**config.mk**
```make
export PLATFORM = sky130hd
export DESIGN_NAME = crg_top
export DESIGN_NICKNAME = d
export VERILOG_FILES = /design/src/crg_pkg.sv /design/src/pll_setting_if.sv /design/src/reset_sequencer.sv /design/src/core_pll_decoder.sv /design/src/dev_pll_decoder.sv /design/src/crg_top.sv
export SDC_FILE = /design/constraint.sdc
export NUM_CORES = 1
export LEC_CHECK = 0
export ABC_AREA = 1
export BUFFER_PORTS_ARGS = -buffer_cell sky130_fd_sc_hd__clkbuf_2
export CAP_MARGIN = 25
export CORE_AREA = 2 2 60 62
export DETAILED_ROUTE_END_ITERATION = 10
export DIE_AREA = 0 0 62 64
export MAX_ROUTING_LAYER = met4
export PLACE_DENSITY = 0.85
export SLEW_MARGIN = 20
export SYNTH_ARGS = -nofsm -noshare
export SYNTH_HDL_FRONTEND = slang
export SYNTH_HIERARCHICAL = 1
export SYNTH_SLANG_ARGS = --single-unit
```
**constraint.sdc**
```tcl
create_clock -name sys_clk -period 3.68 [get_ports sys_clk]
set_clock_uncertainty 0.15 [all_clocks]
set_input_delay 0.552 -clock sys_clk [delete_from_list [all_inputs] [get_ports sys_clk]]
set_output_delay 0.552 -clock sys_clk [all_outputs]
set_load 0.1 [all_outputs]
```
**src/crg_pkg.sv**
```systemverilog
package crg_pkg;

    // field widths of one pll setting
    localparam int unsigned refdiv_w  = 6;
    localparam int unsigned fbdiv_w   = 12;
    localparam int unsigned postdiv_w = 3;

    // config pin widths
    localparam int unsigned core_mode_w = 4;
    localparam int unsigned dev_mode_w  = 2;

    // core mode pins, codes 9..15 fall back to bypass
    typedef enum logic [core_mode_w-1:0] {
        core_bypass = 4'd0,
        core_x5     = 4'd1,
        core_x6     = 4'd2,
        core_x7     = 4'd3,
        core_x8     = 4'd4,
        core_x9     = 4'd5,
        core_x10    = 4'd6,
        core_x11    = 4'd7,
        core_x12    = 4'd8
    } core_mode_e;

    // device mode pins
    typedef enum logic [dev_mode_w-1:0] {
        dev_bypass     = 2'd0,
        dev_x1p5       = 2'd1,
        dev_x2         = 2'd2,
        dev_bypass_alt = 2'd3
    } dev_mode_e;

    // setting driven while the pll is bypassed
    localparam logic [refdiv_w-1:0]  bypass_refdiv  = 6'd2;
    localparam logic [fbdiv_w-1:0]   bypass_fbdiv   = 12'd20;
    localparam logic [postdiv_w-1:0] bypass_postdiv = 3'd1;

    // core pll, fixed fields of the multiply modes
    localparam logic [refdiv_w-1:0]  core_refdiv    = 6'd2;
    localparam logic [postdiv_w-1:0] core_postdiv1  = 3'd2;
    localparam logic [postdiv_w-1:0] core_postdiv2  = 3'd1;
    localparam logic [fbdiv_w-1:0]   core_fbdiv_min = 12'd20;
    localparam logic [fbdiv_w-1:0]   core_fbdiv_max = 12'd48;

    // device pll, 1.5x rate
    localparam logic [refdiv_w-1:0]  dev_x1p5_refdiv   = 6'd4;
    localparam logic [fbdiv_w-1:0]   dev_x1p5_fbdiv    = 12'd30;
    localparam logic [postdiv_w-1:0] dev_x1p5_postdiv1 = 3'd5;
    localparam logic [postdiv_w-1:0] dev_x1p5_postdiv2 = 3'd1;

    // device pll, 2x rate
    localparam logic [refdiv_w-1:0]  dev_x2_refdiv   = 6'd2;
    localparam logic [fbdiv_w-1:0]   dev_x2_fbdiv    = 12'd24;
    localparam logic [postdiv_w-1:0] dev_x2_postdiv1 = 3'd3;
    localparam logic [postdiv_w-1:0] dev_x2_postdiv2 = 3'd2;

endpackage

```
**src/pll_setting_if.sv**
```systemverilog
`timescale 1ns/10ps

// one decoded pll setting, a level with no handshake
interface pll_setting_if;

    logic                            bypass;
    logic [crg_pkg::refdiv_w-1:0]    refdiv;
    logic [crg_pkg::fbdiv_w-1:0]     fbdiv;
    logic [crg_pkg::postdiv_w-1:0]   postdiv1;
    logic [crg_pkg::postdiv_w-1:0]   postdiv2;

    // decoder side
    modport src (
        output bypass,
        output refdiv,
        output fbdiv,
        output postdiv1,
        output postdiv2
    );

    modport dst (
        input bypass,
        input refdiv,
        input fbdiv,
        input postdiv1,
        input postdiv2
    );

endinterface

```
**src/reset_sequencer.sv**
```systemverilog
`timescale 1ns/10ps

module reset_sequencer #(
    parameter int unsigned RST_CNT_W   = 20,
    parameter int unsigned RST_CNT_END = 131071
) (
    input  logic sys_clk,
    input  logic rst_sync_n,
    output logic rst_core_o
);

    localparam logic [RST_CNT_W-1:0] CNT_END = RST_CNT_W'(RST_CNT_END);

    logic [2:0]           sync_q;
    logic                 rst_int_n;
    logic [RST_CNT_W-1:0] rst_cnt_q;

    // three-stage release synchronizer, assertion stays asynchronous
    always_ff @(posedge sys_clk or negedge rst_sync_n) begin
        if (!rst_sync_n) begin
            sync_q <= 3'b000;
        end else begin
            sync_q <= {sync_q[1:0], 1'b1};
        end
    end

    assign rst_int_n = sync_q[2];

    // release counter, saturates at the end value
    always_ff @(posedge sys_clk or negedge rst_int_n) begin
        if (!rst_int_n) begin
            rst_cnt_q <= '0;
        end else if (rst_cnt_q < CNT_END) begin
            rst_cnt_q <= rst_cnt_q + 1'b1;
        end
    end

    // core domain leaves reset once the count is done
    assign rst_core_o = (rst_cnt_q == CNT_END);

    // count never runs past the release point
    cnt_in_range_a: assert property (
        @(posedge sys_clk) disable iff (!rst_sync_n)
        rst_cnt_q <= CNT_END
    ) else $error("reset counter passed its end value");

    // no glitch back into reset while the board reset stays released
    core_rst_hold_a: assert property (
        @(posedge sys_clk) disable iff (!rst_sync_n)
        rst_core_o |=> rst_core_o
    ) else $error("core reset re-asserted without board reset");

endmodule

```
**src/core_pll_decoder.sv**
```systemverilog
`timescale 1ns/10ps

module core_pll_decoder (
    input  logic [crg_pkg::core_mode_w-1:0] core_mode_i,
    pll_setting_if.src                      setting
);

    crg_pkg::core_mode_e             mode;
    logic                            bypass;
    logic [crg_pkg::refdiv_w-1:0]    refdiv;
    logic [crg_pkg::fbdiv_w-1:0]     fbdiv;
    logic [crg_pkg::postdiv_w-1:0]   postdiv1;
    logic [crg_pkg::postdiv_w-1:0]   postdiv2;

    assign mode = crg_pkg::core_mode_e'(core_mode_i);

    always_comb begin
        // multiply modes share everything but the feedback divider
        bypass   = 1'b0;
        refdiv   = crg_pkg::core_refdiv;
        fbdiv    = crg_pkg::bypass_fbdiv;
        postdiv1 = crg_pkg::core_postdiv1;
        postdiv2 = crg_pkg::core_postdiv2;
        case (mode)
            crg_pkg::core_x5:  fbdiv = 12'd20;
            crg_pkg::core_x6:  fbdiv = 12'd24;
            crg_pkg::core_x7:  fbdiv = 12'd28;
            crg_pkg::core_x8:  fbdiv = 12'd32;
            crg_pkg::core_x9:  fbdiv = 12'd36;
            crg_pkg::core_x10: fbdiv = 12'd40;
            crg_pkg::core_x11: fbdiv = 12'd44;
            crg_pkg::core_x12: fbdiv = 12'd48;
            // core_bypass and the unused codes 9..15
            default: begin
                bypass   = 1'b1;
                refdiv   = crg_pkg::bypass_refdiv;
                fbdiv    = crg_pkg::bypass_fbdiv;
                postdiv1 = crg_pkg::bypass_postdiv;
                postdiv2 = crg_pkg::bypass_postdiv;
            end
        endcase
    end

    assign setting.bypass   = bypass;
    assign setting.refdiv   = refdiv;
    assign setting.fbdiv    = fbdiv;
    assign setting.postdiv1 = postdiv1;
    assign setting.postdiv2 = postdiv2;

    // vco must stay inside the lockable range when the pll is in use
    always_comb begin
        if (!bypass) begin
            fbdiv_range_a: assert final (
                fbdiv >= crg_pkg::core_fbdiv_min &&
                fbdiv <= crg_pkg::core_fbdiv_max &&
                refdiv != '0
            ) else $error("core pll setting out of range for mode %0d", core_mode_i);
        end
    end

endmodule

```
**src/dev_pll_decoder.sv**
```systemverilog
`timescale 1ns/10ps

module dev_pll_decoder (
    input  logic [crg_pkg::dev_mode_w-1:0] dev_mode_i,
    pll_setting_if.src                     setting
);

    crg_pkg::dev_mode_e              mode;
    logic                            bypass;
    logic [crg_pkg::refdiv_w-1:0]    refdiv;
    logic [crg_pkg::fbdiv_w-1:0]     fbdiv;
    logic [crg_pkg::postdiv_w-1:0]   postdiv1;
    logic [crg_pkg::postdiv_w-1:0]   postdiv2;

    assign mode = crg_pkg::dev_mode_e'(dev_mode_i);

    always_comb begin
        case (mode)
            crg_pkg::dev_x1p5: begin
                bypass   = 1'b0;
                refdiv   = crg_pkg::dev_x1p5_refdiv;
                fbdiv    = crg_pkg::dev_x1p5_fbdiv;
                postdiv1 = crg_pkg::dev_x1p5_postdiv1;
                postdiv2 = crg_pkg::dev_x1p5_postdiv2;
            end
            crg_pkg::dev_x2: begin
                bypass   = 1'b0;
                refdiv   = crg_pkg::dev_x2_refdiv;
                fbdiv    = crg_pkg::dev_x2_fbdiv;
                postdiv1 = crg_pkg::dev_x2_postdiv1;
                postdiv2 = crg_pkg::dev_x2_postdiv2;
            end
            // dev_bypass and dev_bypass_alt
            default: begin
                bypass   = 1'b1;
                refdiv   = crg_pkg::bypass_refdiv;
                fbdiv    = crg_pkg::bypass_fbdiv;
                postdiv1 = crg_pkg::bypass_postdiv;
                postdiv2 = crg_pkg::bypass_postdiv;
            end
        endcase
    end

    assign setting.bypass   = bypass;
    assign setting.refdiv   = refdiv;
    assign setting.fbdiv    = fbdiv;
    assign setting.postdiv1 = postdiv1;
    assign setting.postdiv2 = postdiv2;

    // post divider chain expects the larger ratio first
    always_comb begin
        if (!bypass) begin
            postdiv_order_a: assert final (postdiv1 >= postdiv2)
                else $error("device postdiv1 below postdiv2 for mode %0d", dev_mode_i);
        end
    end

endmodule

```
**src/crg_top.sv**
```systemverilog
`timescale 1ns/10ps

module crg_top #(
    parameter int unsigned RST_CNT_W   = 20,
    parameter int unsigned RST_CNT_END = 131071
) (
    input  logic                             sys_clk,
    input  logic                             rst_sync_n,
    input  logic [crg_pkg::core_mode_w-1:0]  core_mode_i,
    input  logic [crg_pkg::dev_mode_w-1:0]   dev_mode_i,

    output logic                             rst_core_o,

    // core pll setting
    output logic                             core_bypass_o,
    output logic [crg_pkg::refdiv_w-1:0]     core_refdiv_o,
    output logic [crg_pkg::fbdiv_w-1:0]      core_fbdiv_o,
    output logic [crg_pkg::postdiv_w-1:0]    core_postdiv1_o,
    output logic [crg_pkg::postdiv_w-1:0]    core_postdiv2_o,

    // device pll setting
    output logic                             dev_bypass_o,
    output logic [crg_pkg::refdiv_w-1:0]     dev_refdiv_o,
    output logic [crg_pkg::fbdiv_w-1:0]      dev_fbdiv_o,
    output logic [crg_pkg::postdiv_w-1:0]    dev_postdiv1_o,
    output logic [crg_pkg::postdiv_w-1:0]    dev_postdiv2_o
);

    pll_setting_if core_setting();
    pll_setting_if dev_setting();

    reset_sequencer #(
        .RST_CNT_W   (RST_CNT_W),
        .RST_CNT_END (RST_CNT_END)
    ) u_reset_sequencer (
        .sys_clk     (sys_clk),
        .rst_sync_n  (rst_sync_n),
        .rst_core_o  (rst_core_o)
    );

    core_pll_decoder u_core_pll_decoder (
        .core_mode_i (core_mode_i),
        .setting     (core_setting.src)
    );

    dev_pll_decoder u_dev_pll_decoder (
        .dev_mode_i  (dev_mode_i),
        .setting     (dev_setting.src)
    );

    // break the settings out towards the pll macros
    assign core_bypass_o   = core_setting.bypass;
    assign core_refdiv_o   = core_setting.refdiv;
    assign core_fbdiv_o    = core_setting.fbdiv;
    assign core_postdiv1_o = core_setting.postdiv1;
    assign core_postdiv2_o = core_setting.postdiv2;

    assign dev_bypass_o    = dev_setting.bypass;
    assign dev_refdiv_o    = dev_setting.refdiv;
    assign dev_fbdiv_o     = dev_setting.fbdiv;
    assign dev_postdiv1_o  = dev_setting.postdiv1;
    assign dev_postdiv2_o  = dev_setting.postdiv2;

endmodule

```
==> results.txt <==
----------------------------------------------------
[Status]
  Run status ... complete, no violations

[Yosys]
  Area fraction of the dominant cell type after synthesis ... 33.72%
  Top cells by area in the synthesized netlist ... sky130_fd_sc_hd__dfrtp_1 34%, sky130_fd_sc_hd__buf_4 17%, sky130_fd_sc_hd__nand2_1 15%, sky130_fd_sc_hd__nor2_1 5.3%, sky130_fd_sc_hd__nand3_1 5.0%
  Number of distinct standard cells referenced by the synthesized netlist ... 24
  Fraction of the yosys area taken by sequential cells ... 33.72%
  Number of warnings issued by yosys ... 6
  Ys flop type ... sky130_fd_sc_hd__dfrtp_1
  Library cell with the highest instance count after synthesis ... sky130_fd_sc_hd__nand2_1
  Leading cell types by count after synthesis ... 68 x sky130_fd_sc_hd__nand2_1, 39 x sky130_fd_sc_hd__buf_4, 24 x sky130_fd_sc_hd__nor2_1
  Post-synthesis cell type with the largest combined area ... sky130_fd_sc_hd__dfrtp_1
  Count of state elements after synthesis ... 23
  Combined area of all synthesized cells ... 1707 µm²
  Number of standard cells after synthesis ... 235
  Per-instance average area after synthesis ... 7.262 µm²
  Proportion of synthesized flip-flops having asynchronous set or reset ... 100.0%
  Count of flip-flops with a built-in enable after synthesis ... 0

[Clock network]
  Clock sinks ... 23
  Clock buffers created by TritonCTS ... 3
  Post-CTS repair timing setup buffer count ... 0
  Hold_buf cts ... 1
  Number of gates resized after cts ... 0
  Maximum buffer depth of the clock tree ... 2
  Cell at the root of the clock tree ... sky130_fd_sc_hd__clkbuf_4
  Reg clk slew, reported paths ... 0.13 ns
  CTS H-Tree Depth ... 1
  CTS tree ... yes
  Worst-skew pair later-pin latency ... 0.32 ns

[Drt]
  Total via count in the routed design ... 1332
  Antenna-violating nets left ... 0
  First drt pass iteration count ... 4
  Wire per inst ... 9.178 µm
  Count of routing violations after the opening detailed-route iteration ... 36
  Total wire length ... 2735 µm
  Via count normalized by instance count ... 4.470
  Final routed DRC violation total ... 0

[Timing]
  Setup TNS ... 0 ns
  Unrepaired setup endpoints after global routing ... false
  Worst setup margin ... 0.7528 ns
  Worst hold margin ... 0.1841 ns
  Time the final worst path needs with I/O delays and setup ... 2.927 ns
  Tcrit/Tclk final ... 79.54%
  Max-slew violation total from the final report ... 0
  Number of endpoints with negative hold slack in the final report ... 0
  Finish-stage setup viols ... 0
  Slew of the pin with the lowest slew margin ... 0.7921 ns
  Max Clk Rate ... 341.6 MHz
  Max-slew headroom at the worst pin ... 47.19%

[Die]
  Die Y-Extent ... 64 µm
  Std-Cell Rows ... 21
  Ports placed on the boundary ... 59
  Starting density of the core ... 51.96%
  Floorplan die area ... 3968 µm²
  Area of the core ... 3284 µm²
  Die X-Extent ... 62 µm

[Cells and area]
  Number of diodes added for antenna fixing ... 0
  Fraction of layout cells with a size suffix above 1 ... 15.87%
  Number of nets in the layout ... 266
  Filler Cells Inserted ... 323
  Area growth, synth to finish ... 1.173%

[Critical path]
  Critical Path Source ... u_reset_sequencer/rst_cnt_q[0]$_DFFE_PN0N_
  Register-to-register setup slack ... 1.81 ns
  Kind of end point of the critical path ... output port
  CP Class ... reg -> out
  Endpoint of the lowest-slack register-to-register path ... u_reset_sequencer/rst_cnt_q[13]$_DFFE_PN0N_
  Startpoint type of the worst setup path ... flop
  Required time of the critical path ... 2.98 ns
  Worst-path maximum fanout ... 14
  RR Startpoint ... u_reset_sequencer/rst_cnt_q[0]$_DFFE_PN0N_
  Endpoint arrival time on the critical path ... 2.23 ns
  Count of cells along the worst register-to-register path ... 9

[GRT]
  Antenna violations before repair ... 0
  Total gr overflow ... 0
  Busiest grt layer ... met2
  Met2 capacity usage during global routing ... 23.70%
  Via count of the first global-routing pass ... 1069
  Pin count of the biggest net entering global routing ... 21
  Met3 global-route usage ... 2.429%
  GRT met1 Usage ... 20.05%
  Global-route wire length before repair ... 4491 µm
  Overall track demand over capacity in global routing ... 15.35%

[Flow run]
  Number of maximum-capacitance violations ... 0

[Place]
  Half-perimeter wire length of the detailed placement result ... 2208 µm
  Buffers added on ports ... 25
  Post-place setup slack ... 1.124 ns
  Final GP Congestion ... 0.8847

[Hold path]
  Class of the worst hold path ... reg -> async

[Power]
  Power density cells ... 373.2 nW/µm²
  Peak supply drop ... 0.2299 mV
  Leakage ... 0.9786 nW

----------------------------------------------------
placed cells by master, fill, tap and decap left out:
cell type	instances
sky130_fd_sc_hd__nand2_1	68
sky130_fd_sc_hd__xnor2_1	6
sky130_fd_sc_hd__o21ai_0	2
sky130_fd_sc_hd__nand3b_1	4
sky130_fd_sc_hd__nand3_4	1
sky130_fd_sc_hd__nand4_1	2
sky130_fd_sc_hd__nand2_2	3
sky130_fd_sc_hd__inv_2	2
sky130_fd_sc_hd__nand3_1	17
sky130_fd_sc_hd__clkinv_1	1
sky130_fd_sc_hd__dfrtp_1	23
sky130_fd_sc_hd__xor2_1	3
sky130_fd_sc_hd__clkinvlp_4	1
sky130_fd_sc_hd__nor2_4	1
sky130_fd_sc_hd__nand2_4	1
sky130_fd_sc_hd__a21oi_1	2
sky130_fd_sc_hd__nor2_2	2
sky130_fd_sc_hd__clkbuf_4	3
sky130_fd_sc_hd__conb_1	34
sky130_fd_sc_hd__dlygate4sd3_1	1
sky130_fd_sc_hd__clkbuf_2	25
sky130_fd_sc_hd__a31o_2	1
sky130_fd_sc_hd__inv_1	20
sky130_fd_sc_hd__ha_1	5
sky130_fd_sc_hd__nor2_1	24
flip-flops by register name (all words and copies together), names as in the netlist:
name / cells
u_reset_sequencer/rst_cnt_q: 20
u_reset_sequencer/sync_q: 3
through the flow:
stage	area, µm²	power, W	utilization [%]	cells
2_1_floorplan	1815	0.0005423	-	264
3_3_place_gp	1687	0.0005277	51.35	293
3_5_place_dp	1687	0.0005287	51.35	293
4_1_cts	1727	0.0006521	52.57	298
5_1_grt	1727	0.0006709	52.57	298
6_report	1727	0.0006443	52.57	298
worst max path at each step:
stage / depth (start not counted) / end / slack, ns
after global routing: 8 / rst_core_o / 0.59
final: 8 / rst_core_o / 0.75
after detailed placement: 8 / rst_core_o / 1.12
after CTS: 8 / rst_core_o / 0.75
after floorplan: 3 / core_fbdiv_o[5] / 0.18
after global placement: 8 / rst_core_o / 1.18
area by class of cell:
| type | instances | area (µm²) | share of cell area [%] |
|---|---|---|---|
| clock buffer | 3 | 22.52 | 1.304 |
| clock inverter | 1 | 7.507 | 0.4348 |
| inverter | 23 | 86.33 | 5.000 |
| multi-input combinational | 176 | 842.1 | 48.77 |
| sequential | 23 | 575.6 | 33.33 |
| tap | 46 | 57.56 | 3.333 |
| timing repair buffer | 26 | 135.1 | 7.826 |
critical path, stage by stage (launching register included):
cell,delay (ns)
sky130_fd_sc_hd__dfrtp_1,0.45
sky130_fd_sc_hd__ha_1,0.26
sky130_fd_sc_hd__inv_1,0.07
sky130_fd_sc_hd__nor2_2,0.13
sky130_fd_sc_hd__nand2_2,0.08
sky130_fd_sc_hd__nor2_4,0.16
sky130_fd_sc_hd__nand3_4,0.19
sky130_fd_sc_hd__inv_1,0.12
sky130_fd_sc_hd__clkbuf_2,0.46
kinds of logic after synthesis:
group	share of synthesized area [%]
AOI/OAI and AO/OA	1.686
adders and majority gates	3.666
other	1.100
DFF	33.72
and+or+nand+nor	31.89
xor gates and xnor gates	4.619
buffers and inverters	23.31
metal layers:
layer | up-vias | wire, µm
li1 | 677 | -
met1 | 592 | 1225
met2 | 58 | 1251
met3 | 5 | 213
met4 | 0 | 44
met5 | - | 0
report_power, final:
part	total, W	internal (W)	switching (W)
clock network	0.000120	0.0000416	0.0000783
logic	0.000266	0.0000151	0.000251
registers	0.000259	0.000254	0.00000444
Note: power is estimated with default switching activity, not from simulation.
